===== config.mk =====
export PLATFORM = sky130hd
export DESIGN_NAME = uart_top
export DESIGN_NICKNAME = d
export VERILOG_FILES = /design/src/source/uart_cfg_pkg.sv /design/src/source/uart_frame_pkg.sv /design/src/source/uart_fifo.sv /design/src/source/uart_rx.sv /design/src/source/uart_tx.sv /design/src/source/uart_top.sv
export SDC_FILE = /design/constraint.sdc
export NUM_CORES = 1
export LEC_CHECK = 0
export BUFFER_PORTS_ARGS = -buffer_cell sky130_fd_sc_hd__buf_2
export CORE_MARGIN = 1
export CORE_UTILIZATION = 29
export CTS_BUF_LIST = sky130_fd_sc_hd__clkbuf_8
export DETAILED_ROUTE_END_ITERATION = 12
export HOLD_SLACK_MARGIN = 0.05
export SYNTH_ARGS = -nofsm -noshare
export SYNTH_HDL_FRONTEND = slang
export SYNTH_SLANG_ARGS = --single-unit

===== constraint.sdc =====
create_clock -name clk -period 2.84 [get_ports clk]
set_input_delay 0.568 -clock clk [delete_from_list [all_inputs] [get_ports clk]]
set_output_delay 0.568 -clock clk [all_outputs]
set_load 0.1 [all_outputs]

===== src/source/uart_cfg_pkg.sv =====
package uart_cfg_pkg;

	// Bit period input width. Allows up to 1023 clock cycles per bit.
	localparam int unsigned CPD_W = 10;
	localparam int unsigned MIN_CPD = 4; // Shortest period the receiver can time.

	localparam int unsigned DATA_BITS = 8;
	localparam int unsigned FRAME_BITS = DATA_BITS + 2; // Start, data and one stop bit.
	localparam int unsigned BIT_IDX_W = $clog2(DATA_BITS + 1);
	localparam int unsigned FRAME_CNT_W = $clog2(FRAME_BITS);

	localparam int unsigned FIFO_DEPTH = 4;
	localparam int unsigned FIFO_PTR_W = $clog2(FIFO_DEPTH);
	localparam int unsigned FIFO_CNT_W = $clog2(FIFO_DEPTH + 1); // Must hold the value FIFO_DEPTH.

endpackage


===== src/source/uart_frame_pkg.sv =====
package uart_frame_pkg;

	import uart_cfg_pkg::*;

	// One data byte as written by the user and shifted out by the transmitter.
	typedef logic [DATA_BITS-1:0] uart_byte_t;

	// A received frame together with its stop-bit status.
	typedef struct packed {
		uart_byte_t data;      // Data bits, first received bit in bit 0.
		logic       frame_err; // Set when the stop bit was sampled low.
	} uart_rx_frame_t;

endpackage


===== src/source/uart_fifo.sv =====
module uart_fifo #(
	parameter type payload_t = logic [7:0]
) (
	input  logic     clk,
	input  logic     resetn,
	input  logic     push_i,
	input  payload_t push_data_i,
	input  logic     pop_i,
	output payload_t head_o,
	output logic     empty_o,
	output logic     full_o
);
	import uart_cfg_pkg::*;

	payload_t              mem [FIFO_DEPTH];
	logic [FIFO_PTR_W-1:0] wr_ptr_q;
	logic [FIFO_PTR_W-1:0] rd_ptr_q;
	logic [FIFO_CNT_W-1:0] count_q;
	logic                  do_push;
	logic                  do_pop;

	// Pointers wrap explicitly so the depth need not be a power of two.
	function automatic logic [FIFO_PTR_W-1:0] next_ptr(input logic [FIFO_PTR_W-1:0] ptr);
		if (ptr == FIFO_PTR_W'(FIFO_DEPTH - 1))
			return '0;
		return ptr + 1'b1;
	endfunction

	assign do_push = push_i && !full_o; // A push into a full queue is dropped.
	assign do_pop = pop_i && !empty_o;
	assign empty_o = (count_q == '0);
	assign full_o = (count_q == FIFO_CNT_W'(FIFO_DEPTH));
	assign head_o = mem[rd_ptr_q]; // First word falls through to the output.

	always_ff @(posedge clk)
	begin
		if (do_push)
			mem[wr_ptr_q] <= push_data_i;
	end

	always_ff @(posedge clk or negedge resetn)
	begin
		if (!resetn)
		begin
			wr_ptr_q <= '0;
			rd_ptr_q <= '0;
			count_q <= '0;
		end
		else
		begin
			if (do_push)
				wr_ptr_q <= next_ptr(wr_ptr_q);
			if (do_pop)
				rd_ptr_q <= next_ptr(rd_ptr_q);
			case ({do_push, do_pop})
				2'b10: count_q <= count_q + 1'b1;
				2'b01: count_q <= count_q - 1'b1;
				default: count_q <= count_q; // Both or neither leave the level unchanged.
			endcase
		end
	end

	a_no_push_when_full: assert property (@(posedge clk) disable iff (!resetn)
		push_i |-> !full_o)
		else $error("uart_fifo: write into a full queue, entry lost");

	a_no_pop_when_empty: assert property (@(posedge clk) disable iff (!resetn)
		pop_i |-> !empty_o)
		else $error("uart_fifo: read from an empty queue");

endmodule


===== src/source/uart_rx.sv =====
module uart_rx (
	input  logic                           clk,
	input  logic                           resetn,
	input  logic [uart_cfg_pkg::CPD_W-1:0] cycles_per_databit_i,
	input  logic                           rx_line_i,
	output uart_frame_pkg::uart_rx_frame_t frame_o,
	output logic                           frame_valid_o,
	output logic                           rx_busy_o
);
	import uart_cfg_pkg::*;
	import uart_frame_pkg::*;

	typedef enum logic [2:0] {
		RX_IDLE,
		RX_START_CHK,
		RX_WAIT,
		RX_SAMPLE,
		RX_STOP_CHK,
		RX_DONE
	} rx_state_t;

	rx_state_t            state_q;
	rx_state_t            state_d;
	logic [CPD_W-1:0]     timer_q;
	logic [CPD_W-1:0]     half_period;
	logic [CPD_W-1:0]     last_tick;
	logic [BIT_IDX_W-1:0] bit_idx_q;
	uart_rx_frame_t       frame_q;

	assign half_period = cycles_per_databit_i >> 1;
	assign last_tick = cycles_per_databit_i - CPD_W'(1); // The sample state adds the final cycle.

	always_comb
	begin
		state_d = state_q;
		case (state_q)
			RX_IDLE:
			begin
				if (!rx_line_i)
					state_d = RX_START_CHK;
			end
			RX_START_CHK:
			begin
				// Middle of the start bit. A high line means it was only a glitch.
				if (timer_q == half_period)
					state_d = rx_line_i ? RX_IDLE : RX_WAIT;
			end
			RX_WAIT:
			begin
				if (timer_q == last_tick)
					state_d = (bit_idx_q == BIT_IDX_W'(DATA_BITS)) ? RX_STOP_CHK : RX_SAMPLE;
			end
			RX_SAMPLE: state_d = RX_WAIT;
			RX_STOP_CHK: state_d = RX_DONE;
			RX_DONE: state_d = RX_IDLE;
			default: state_d = RX_IDLE;
		endcase
	end

	always_ff @(posedge clk or negedge resetn)
	begin
		if (!resetn)
		begin
			state_q <= RX_IDLE;
			timer_q <= '0;
			bit_idx_q <= '0;
		end
		else
		begin
			state_q <= state_d;
			if (state_d != state_q)
				timer_q <= CPD_W'(1); // Every state entry restarts the count.
			else if (state_q != RX_IDLE)
				timer_q <= timer_q + 1'b1;
			if (state_q == RX_START_CHK)
				bit_idx_q <= '0;
			else if (state_q == RX_SAMPLE)
				bit_idx_q <= bit_idx_q + 1'b1;
		end
	end

	always_ff @(posedge clk)
	begin
		if (state_q == RX_SAMPLE)
			frame_q.data <= {rx_line_i, frame_q.data[DATA_BITS-1:1]}; // LSB arrives first.
		if (state_q == RX_STOP_CHK)
			frame_q.frame_err <= !rx_line_i;
	end

	assign frame_o = frame_q;
	assign frame_valid_o = (state_q == RX_DONE);
	assign rx_busy_o = (state_q == RX_WAIT) || (state_q == RX_SAMPLE) ||
		(state_q == RX_STOP_CHK);

	// The half-period check and sample spacing need a few cycles to work with.
	a_min_period: assert property (@(posedge clk) disable iff (!resetn)
		rx_busy_o |-> (cycles_per_databit_i >= CPD_W'(MIN_CPD)))
		else $error("uart_rx: bit period below the supported minimum");

endmodule


===== src/source/uart_tx.sv =====
module uart_tx (
	input  logic                           clk,
	input  logic                           resetn,
	input  logic [uart_cfg_pkg::CPD_W-1:0] cycles_per_databit_i,
	input  uart_frame_pkg::uart_byte_t     data_i,
	input  logic                           data_avail_i,
	output logic                           take_o,
	output logic                           tx_line_o,
	output logic                           tx_busy_o
);
	import uart_cfg_pkg::*;

	typedef enum logic {
		TX_IDLE,
		TX_SEND
	} tx_state_t;

	tx_state_t              state_q;
	logic [FRAME_BITS-1:0]  shift_q;
	logic [CPD_W-1:0]       timer_q;
	logic [CPD_W-1:0]       last_tick;
	logic [FRAME_CNT_W-1:0] bit_cnt_q;
	logic                   bit_end;
	logic                   frame_end;

	assign last_tick = cycles_per_databit_i - CPD_W'(1);
	assign bit_end = (state_q == TX_SEND) && (timer_q == last_tick);
	assign frame_end = bit_end && (bit_cnt_q == FRAME_CNT_W'(FRAME_BITS - 1));

	// Popping in the last stop-bit cycle lets the next start bit follow with no gap.
	assign take_o = data_avail_i && ((state_q == TX_IDLE) || frame_end);

	assign tx_line_o = shift_q[0];
	assign tx_busy_o = (state_q == TX_SEND);

	always_ff @(posedge clk or negedge resetn)
	begin
		if (!resetn)
		begin
			state_q <= TX_IDLE;
			shift_q <= '1; // Line idles high.
			timer_q <= '0;
			bit_cnt_q <= '0;
		end
		else if (take_o)
		begin
			state_q <= TX_SEND;
			shift_q <= {1'b1, data_i, 1'b0}; // Stop bit, data, start bit at the bottom.
			timer_q <= '0;
			bit_cnt_q <= '0;
		end
		else if (frame_end)
		begin
			state_q <= TX_IDLE;
			shift_q <= '1;
			timer_q <= '0;
		end
		else if (bit_end)
		begin
			shift_q <= {1'b1, shift_q[FRAME_BITS-1:1]};
			timer_q <= '0;
			bit_cnt_q <= bit_cnt_q + 1'b1;
		end
		else if (state_q == TX_SEND)
			timer_q <= timer_q + 1'b1;
	end

endmodule


===== src/source/uart_top.sv =====
module uart_top (
	input  logic                           clk,
	input  logic                           resetn,
	input  logic [uart_cfg_pkg::CPD_W-1:0] cycles_per_databit_i,
	input  uart_frame_pkg::uart_byte_t     tx_data_i,
	input  logic                           tx_write_i,
	output logic                           tx_full_o,
	output logic                           tx_line_o,
	output logic                           tx_busy_o,
	input  logic                           rx_line_i,
	output uart_frame_pkg::uart_rx_frame_t rx_frame_o,
	output logic                           rx_empty_o,
	input  logic                           rx_read_i,
	output logic                           rx_busy_o,
	output logic                           rx_overrun_o
);
	import uart_frame_pkg::*;

	uart_byte_t     tx_head;
	logic           tx_empty;
	logic           tx_avail;
	logic           tx_take;
	uart_rx_frame_t rx_frame;
	logic           rx_frame_valid;
	logic           rx_full;
	logic           rx_push;

	uart_fifo #(.payload_t(uart_byte_t)) tx_queue (
		.clk(clk),
		.resetn(resetn),
		.push_i(tx_write_i),
		.push_data_i(tx_data_i),
		.pop_i(tx_take),
		.head_o(tx_head),
		.empty_o(tx_empty),
		.full_o(tx_full_o)
	);

	assign tx_avail = !tx_empty;

	uart_tx u_tx (
		.clk(clk),
		.resetn(resetn),
		.cycles_per_databit_i(cycles_per_databit_i),
		.data_i(tx_head),
		.data_avail_i(tx_avail),
		.take_o(tx_take),
		.tx_line_o(tx_line_o),
		.tx_busy_o(tx_busy_o)
	);

	uart_rx u_rx (
		.clk(clk),
		.resetn(resetn),
		.cycles_per_databit_i(cycles_per_databit_i),
		.rx_line_i(rx_line_i),
		.frame_o(rx_frame),
		.frame_valid_o(rx_frame_valid),
		.rx_busy_o(rx_busy_o)
	);

	// The serial line cannot be held off, so a frame with no room is dropped.
	assign rx_push = rx_frame_valid && !rx_full;
	assign rx_overrun_o = rx_frame_valid && rx_full;

	uart_fifo #(.payload_t(uart_rx_frame_t)) rx_queue (
		.clk(clk),
		.resetn(resetn),
		.push_i(rx_push),
		.push_data_i(rx_frame),
		.pop_i(rx_read_i),
		.head_o(rx_frame_o),
		.empty_o(rx_empty_o),
		.full_o(rx_full)
	);

endmodule


Word-level counts from Yosys, hierarchy flattened
Memories as Yosys holds them, arrays and structs flattened.
Cells that the tools add are included.
{"block": "totals", "in_bits": 23, "output_inout_bits": 15, "ff_bits": 65, "memories": 2, "ramBits": 68, "wordCells": 127}
{"block": "classes", "addsub": 13, "n_bitwise": 1, "reduce_logical": 30, "n_eq_ne": 22, "muxes": 44}
{"memory": "rx_queue.mem", "words": 4, "width": 9, "read_ports": 1, "rd_clocked_by_memory_dff": 0, "write_ports": 1, "line_no": "uart_fifo.sv:15", "rtl": "payload_t mem [FIFO_DEPTH];"}
{"memory": "tx_queue.mem", "words": 4, "width": 8, "read_ports": 1, "rd_clocked_by_memory_dff": 0, "write_ports": 1, "line_no": "uart_fifo.sv:15"}
{"operator": "$mux 10", "n": 9}
{"operator": "$add 10x1->10 const B", "n": 2}
{"operator": "$eq 10x10->1", "n": 2}
{"operator": "$mux 4", "n": 5}
{"operator": "$mux 2", "n": 9}
{"operator": "$pmux 3 s5", "n": 1}
{"operator": "$mux 1", "n": 14}
{"operator": "$eq 2x2->1 const B", "n": 6}
{"operator": "$eq 3x3->1 const B", "n": 4}
{"operator": "$mux 3", "n": 4}
{"operator": "$pmux 3 s2", "n": 2}
{"operator": "$reduce_bool 2->1", "n": 6}
{"operator": "$eq 10x9->1", "n": 1}
{"operator": "$sub 10x1->10 const B", "n": 1}
{"operator": "$logic_and 1x1->1", "n": 9}
{"operator": "$logic_not 3->1", "n": 3}
{"operator": "$add 2x1->2 const B", "n": 4}
{"operator": "$add 4x1->4 const B", "n": 2}
{"operator": "$eq 4x4->1 const B", "n": 2}
{"operator": "$add 3x1->3 const B", "n": 2}
{"operator": "$eq 3x2->1 const B", "n": 2}
{"operator": "$reduce_bool 3->1", "n": 2}
{"operator": "$sub 3x1->3 const B", "n": 2}
{"operator": "$logic_not 1->1", "n": 5}
{"operator": "8 further kinds", "n": 11}

Depth between registers and ports, before layout
{"block": "depth", "word_depth": 9, "depth_mapped": 15, "ltp_nobuf": 15}

By module
From an unflattened synthesis, not the netlist that was laid out.
{"block": "hier_totals", "hier_cells": 529, "area_unflattened_um2": 6765.2}
{"mod": "uart_fifo at rx_queue", "cells_per_inst": 87, "instances": 1, "seq_area_each_um2": 1256.2, "area_per_inst_um2": 1779.2}
{"mod": "uart_rx", "cells_per_inst": 173, "instances": 1, "seq_area_each_um2": 695.7, "area_per_inst_um2": 1679.1}
{"mod": "uart_tx", "cells_per_inst": 184, "instances": 1, "seq_area_each_um2": 611.8, "area_per_inst_um2": 1650.3}
{"mod": "uart_fifo at tx_queue", "cells_per_inst": 82, "instances": 1, "seq_area_each_um2": 1136.1, "area_per_inst_um2": 1636.6}
{"mod": "uart_top", "cells_per_inst": 3, "instances": 1, "seq_area_each_um2": 0.0, "area_per_inst_um2": 20.0}

Least setup slack after synthesis
OpenSTA, ideal clock, no wires.
{"block": "synth_path", "kind": "flip-flop to output port", "startpoint": "register u_rx.state_q[0]", "endpoint": "output port rx_overrun_o", "n_path_buf": 1, "path_stages_with_launch": 4, "required_ns": 2.272, "slack_ns": -1.515, "arrival_ns": 3.787, "cell_sequence": "dfrtp_1 -> clkbuf_1 -> nand3_1 -> nor4b_1"}
{"block": "synth_via", "elab_chain_len": 2}
{"item": "start: declaration", "line_no": "uart_rx.sv:22", "rtl": "rx_state_t state_q;"}
{"item": "start signal: assignment", "line_no": "uart_rx.sv:70", "rtl": "state_q <= state_d;"}
{"item": "$eq 3x3->1", "line_no": "uart_rx.sv:91", "rtl": "assign frame_valid_o = (state_q == RX_DONE);"}
{"item": "$logic_and 1x1->1", "line_no": "uart_top.sv:64", "rtl": "assign rx_overrun_o = rx_frame_valid && rx_full;"}
{"item": "end: declaration", "line_no": "uart_top.sv:15", "rtl": "output logic rx_overrun_o"}
No other way between the ends.

Worst setup path after layout
{"block": "layout_path", "startpoint": "input port cycles_per_databit_i[0] (netlist bit)", "endpoint": "register tx_queue.count_q[2]"}
{"block": "layout_via", "elab_chain_len": 9, "word_cells_on_any_way": 11, "classes_between": "add/sub: 1; eq/ne: 3; mux: 1; reduce/logical: 6"}
{"item": "start: declaration", "line_no": "uart_top.sv:4", "rtl": "input logic [uart_cfg_pkg::CPD_W-1:0] cycles_per_databit_i,"}
{"item": "$sub 10x1->10 (*)", "line_no": "uart_tx.sv:26", "rtl": "assign last_tick = cycles_per_databit_i - CPD_W'(1);"}
{"item": "$eq 10x10->1 (*)", "line_no": "uart_tx.sv:27", "rtl": "assign bit_end = (state_q == TX_SEND) && (timer_q == last_tick);"}
{"item": "$logic_and 1x1->1 (*)", "line_no": "uart_tx.sv:27"}
{"item": "$logic_and 1x1->1 (*)", "line_no": "uart_tx.sv:28", "rtl": "assign frame_end = bit_end && (bit_cnt_q == FRAME_CNT_W'(FRAME_BITS - 1));"}
{"item": "$logic_or 1x1->1 (*)", "line_no": "uart_tx.sv:31", "rtl": "assign take_o = data_avail_i && ((state_q == TX_IDLE) || frame_end);"}
{"item": "$logic_and 1x1->1 (*)", "line_no": "uart_tx.sv:31"}
{"item": "$logic_and 1x1->1 (*)", "line_no": "uart_fifo.sv:30", "rtl": "assign do_pop = pop_i && !empty_o;"}
{"item": "via tx_queue.do_pop", "line_no": "uart_fifo.sv:20", "rtl": "logic do_pop;"}
{"item": "$eq 2x1->1 or $eq 2x2->1 (tied branches)", "line_no": "uart_fifo.sv:55", "rtl": "case ({do_push, do_pop})"}
{"item": "$pmux 3 s2 or $reduce_bool 2->1 (tied branches)"}
{"item": "end signal: assignment", "line_no": "uart_fifo.sv:56", "rtl": "2'b10: count_q <= count_q + 1'b1;"}
{"item": "end signal: assignment", "line_no": "uart_fifo.sv:57", "rtl": "2'b01: count_q <= count_q - 1'b1;"}
{"item": "end signal: assignment", "line_no": "uart_fifo.sv:58", "rtl": "default: count_q <= count_q;"}
{"item": "end: declaration", "line_no": "uart_fifo.sv:18", "rtl": "logic [FIFO_CNT_W-1:0] count_q;"}
Mark *: on every way through the listed nets, which the timed path passes. The rest lies on a longest branch.
A chain may end at the register's enable or synchronous reset.

==> out/results.tsv <==
stage	metric	value	unit
logic_synthesis	syn_inst	488	
clocking	htreeDepth	4	
detailed_routing	vias_per_cell	4.72	
power_and_ir_drop	power_leakage	2.94	nW
placed_design	routabilityCongestion	0.792	
global_route	grt_overflow	0	
power_and_ir_drop	seqPwrFrac	42.7	%
setup_path	worstPathRequired	3.20	ns
power_and_ir_drop	design_power_total	6.65	mW
power_and_ir_drop	sw_frac_of_total	39.6	%
timing	grt_setup_unrepaired	true	
timing	hold_viol	0	
logic_synthesis	synth_edf_count	77	
logic_synthesis	yosysWarnings	0	
power_and_ir_drop	p_int	4.02	mW
detailed_routing	wl_met3	445	um
outcome	violations	setup timing	
global_route	antenna_found_initial	0	
timing	fin_worst_skew	0.0135	ns
power_and_ir_drop	irDropWorstVdd	0.553	mV
clocking	numCtsBuffers	17	
timing	tightest_slew	0.825	ns
logic_synthesis	synth_ff_type	edfxtp_1	
cells_and_area	antenna-diode-count	0	
placed_design	port_buffers	37	
detailed_routing	drt-wirelength-per-cell	14.9	um
die	die_width	150	um
timing	drv_slew	0	
die	dieArea	22600	sq um
timing	period_needed	3.00	ns
cells_and_area	fillers	2044	
timing	fin_ws	-0.158	ns
timing	report.final.setup_viol	2	
detailed_routing	wl	12.7	mm
cells_and_area	drive_above_1_share	29.5	%
power_and_ir_drop	p_comb_share	33.7	%
cells_and_area	final_cell_area	7670	sq um
logic_synthesis	ys_ff_latch	132	
power_and_ir_drop	p_sw	2.63	mW
clocking	path_clk_slew	0.09	ns
logic_synthesis	synthesis.area	6390	sq um
power_and_ir_drop	p_clk_share	23.6	%
cells_and_area	ff_latch_area	3700	sq um
placed_design	dp_hpwl	8.92	mm
logic_synthesis	syn-num-nets	532	
die	core-area	21300	sq um
job	maxCapViolations	0	
die	fp-row-count	53	
detailed_routing	drtIter0Drc	274	
clocking	clock-sinks	132	
setup_path	arrival	3.36	ns
detailed_routing	top_layer_used	met4	
die	ios	38	
power_and_ir_drop	p_per_area	867	nW/um^2
setup_path	cp-start-kind	input pin	
min_path	min_path_type	input pin to asynchronous set/reset pin	
cells_and_area	multiInputGateArea	2580	sq um
global_route	grt_usage	12.2	%
logic_synthesis	async_reset_ff_share	41.7	%
detailed_routing	drc	0	
logic_synthesis	syn_area_per_cell	13.1	sq um
global_route	grt_pass1_vias	4257	
cells_and_area	nets	611	
cells_and_area	syn2layout_area_growth	20.1	%
clocking	ctsRootBufferMaster	clkbuf_8	
setup_path	crit_fanout	4	
clocking	ctsHoldBuffers	0	
setup_path	path_class	input pin to flip-flop	
setup_path	r2r_slack	0.08	ns
detailed_routing	drt_first_pass_iters	4	
outcome	status	finished with violations	
timing	timing.hold.ws	0.114	ns
detailed_routing	met1_length	5.68	mm
logic_synthesis	yosysSeqAreaShare	57.9	%
placed_design	place_area	7210	sq um
detailed_routing	ant_nets	0	
logic_synthesis	synth_cell_types	68	
die	die_h	150	um
global_route	grt_pass1_wl	21.0	mm
setup_path	end_kind	flip-flop	
cells_and_area	post-route-util	36.0	%
setup_path	r2r_cells	13	
detailed_routing	vias	4035	
timing	timing.fmax	334	MHz
timing	finalCritPeriodShare	106	%
setup_path	r2r-start	u_tx.timer_q[3]$_DFFE_PN0P_	
clocking	insertion_delay	0.45	ns
die	start_util	30.0	%
setup_path	rr_endpoint	tx_queue.count_q[2]$_DFFE_PN0P_	
detailed_routing	wl_met2	6.46	mm
global_route	grt_max_degree	56	
timing	relSlewSlack	44.8	%
clocking	cts_tree	yes	
clocking	clockBufferDepth	2	
## state kept, by name (all words and copies together) (netlist names), 3 cells and up
signal            flops
rx_queue.mem         36
tx_queue.mem         32
u_rx.timer_q         10
u_tx.timer_q         10
u_rx.frame_o          9
u_tx.shift_q          9
u_rx.bit_idx_q        4
u_tx.bit_cnt_q        4
rx_queue.count_q      3
tx_queue.count_q      3
u_rx.state_q          3
## synthesized netlist by cell type, types with 2 or more instances
cell / instances / share of area [%]
and3_1: 7 / 0.69
o21ai_0: 20 / 1.6
nor3_1: 8 / 0.63
a31oi_1: 4 / 0.39
nand4_1: 7 / 0.69
or3_1: 6 / 0.59
nor4_1: 4 / 0.39
nand2_1: 34 / 2.0
mux2i_1: 4 / 0.63
edfxtp_1: 77 / 36
nor2_1: 26 / 1.5
buf_2: 3 / 0.23
o311ai_1: 2 / 0.27
or4_4: 2 / 0.35
nor2b_1: 3 / 0.29
dfrtp_1: 46 / 18
a22o_1: 2 / 0.27
o2111ai_1: 2 / 0.27
clkbuf_1: 14 / 0.82
fa_1: 2 / 0.63
buf_1: 2 / 0.12
o22ai_1: 8 / 0.78
xnor2_1: 33 / 4.5
xor2_1: 21 / 2.9
mux2_1: 2 / 0.35
o221a_2: 7 / 1.2
mux2_2: 2 / 0.35
and2_1: 8 / 0.78
a21oi_1: 5 / 0.39
mux4_2: 17 / 6.0
nor3b_1: 2 / 0.23
a21o_1: 3 / 0.35
or2_2: 2 / 0.20
ha_1: 19 / 3.7
inv_1: 29 / 1.7
nand2b_1: 3 / 0.29
dfstp_2: 9 / 3.7
nand3_1: 12 / 0.94
nor4_4: 2 / 0.67
## repair_timing
| item | in CTS | in global routing |
|---|---|---|
| endpoints found under the setup margin | 2 | 2 |
| buffers inserted | 2 | 1 |
| endpoints found under the hold margin | 0 | 0 |
| pin swaps | 0 | 1 |
| resized for setup | 4 | 6 |
## cells by family (layout without fill, tap and decap cells)
| logic type | count (synthesis) | in the layout | share of synthesized area (%) |
|---|---|---|---|
| adder cells (fa/ha/maj) | 22 | 22 | 4.51 |
| XOR/XNOR | 55 | 55 | 7.76 |
| flip-flops | 132 | 132 | 57.9 |
| buffers and inverters | 49 | 141 | 3.06 |
| AND/OR/NAND/NOR | 135 | 135 | 11.5 |
| AO/OA/AOI/OAI | 70 | 70 | 7.91 |
| multiplexers | 25 | 25 | 7.33 |
## layer usage
layer | up-vias | track usage, %
met5 | - | 0
met2 | 60 | 21.7
met1 | 2006 | 13.6
met3 | 9 | 3.79
li1 | 1960 | -
met4 | 0 | 4.14
## placed cells by master, fill, tap and decap left out, types with 4 or more instances in the layout
master    Yosys  routed
dfstp_2       9       9
xor2_1       21      21
nor2_1       26      25
nand4_1       7       7
and3_1        7       6
ha_1         19      17
dfrtp_1      46      46
o21ai_0      20      20
o221a_2       7       7
nand3_1      12      12
o22ai_1       8       8
xnor2_1      33      31
a21oi_1       5       5
nor3_1        8       7
mux2i_1       4       4
or3_1         6       6
nand2_1      34      34
inv_6         0       7
a31oi_1       4       4
clkbuf_8      0      17
buf_2         3      36
mux4_2       17      17
inv_1        29      26
edfxtp_1     77      77
nor4_1        4       4
and2_1        8       8
buf_4         0      41
## cell type report
cell class	instances	share of cell area, %
clock buffers	17	3.05
well taps	275	4.49
inverters	29	1.42
flip-flops and latches	132	48.2
repair buffers	80	7.08
clock inverters	15	2.04
multi-input cells	307	33.7
## stage by stage
stage / setup TNS (ns) / worst slack (ns) / cells
after floorplan: -1.10 / -0.520 / 488
after global placement: -3.42 / -0.563 / 820
after detailed placement: -4.74 / -0.624 / 820
after CTS: -0.154 / -0.139 / 854
after global routing: -0.323 / -0.232 / 855
final: -0.198 / -0.158 / 855
## power groups by stage
stage          registers (mW)  clock network [mW]  logic, mW
4_1_cts                  2.84                1.61       2.26
6_report                 2.84                1.57       2.24
2_1_floorplan            2.75                   0       1.83
5_1_grt                  2.89                1.69       2.44
3_5_place_dp             2.88                   0       2.24
3_3_place_gp             2.85                   0       2.17
## how the worst max path moves through the flow
stage                       startpoint  slack (ns)                              end
2_1_floorplan  cycles_per_databit_i[2]       -0.52  tx_queue.count_q[2]$_DFFE_PN0P_
3_3_place_gp   cycles_per_databit_i[0]       -0.56  tx_queue.count_q[2]$_DFFE_PN0P_
3_5_place_dp   cycles_per_databit_i[0]       -0.62  tx_queue.count_q[2]$_DFFE_PN0P_
4_1_cts        cycles_per_databit_i[0]       -0.14  tx_queue.count_q[2]$_DFFE_PN0P_
5_1_grt        cycles_per_databit_i[0]       -0.23  tx_queue.count_q[2]$_DFFE_PN0P_
6_report       cycles_per_databit_i[0]       -0.16  tx_queue.count_q[2]$_DFFE_PN0P_
## critical path, cell delays in order
cell     delay, ns
buf_8         0.10
or4_4         0.55
or4_4         0.48
xnor2_4       0.17
nor4_4        0.16
and3_4        0.25
a31oi_4       0.09
inv_2         0.09
ha_4          0.13
inv_2         0.03
fa_2          0.32
xor2_1        0.14
nor2_1        0.12
xor2_1        0.15
(Power assumes the default switching activity.)
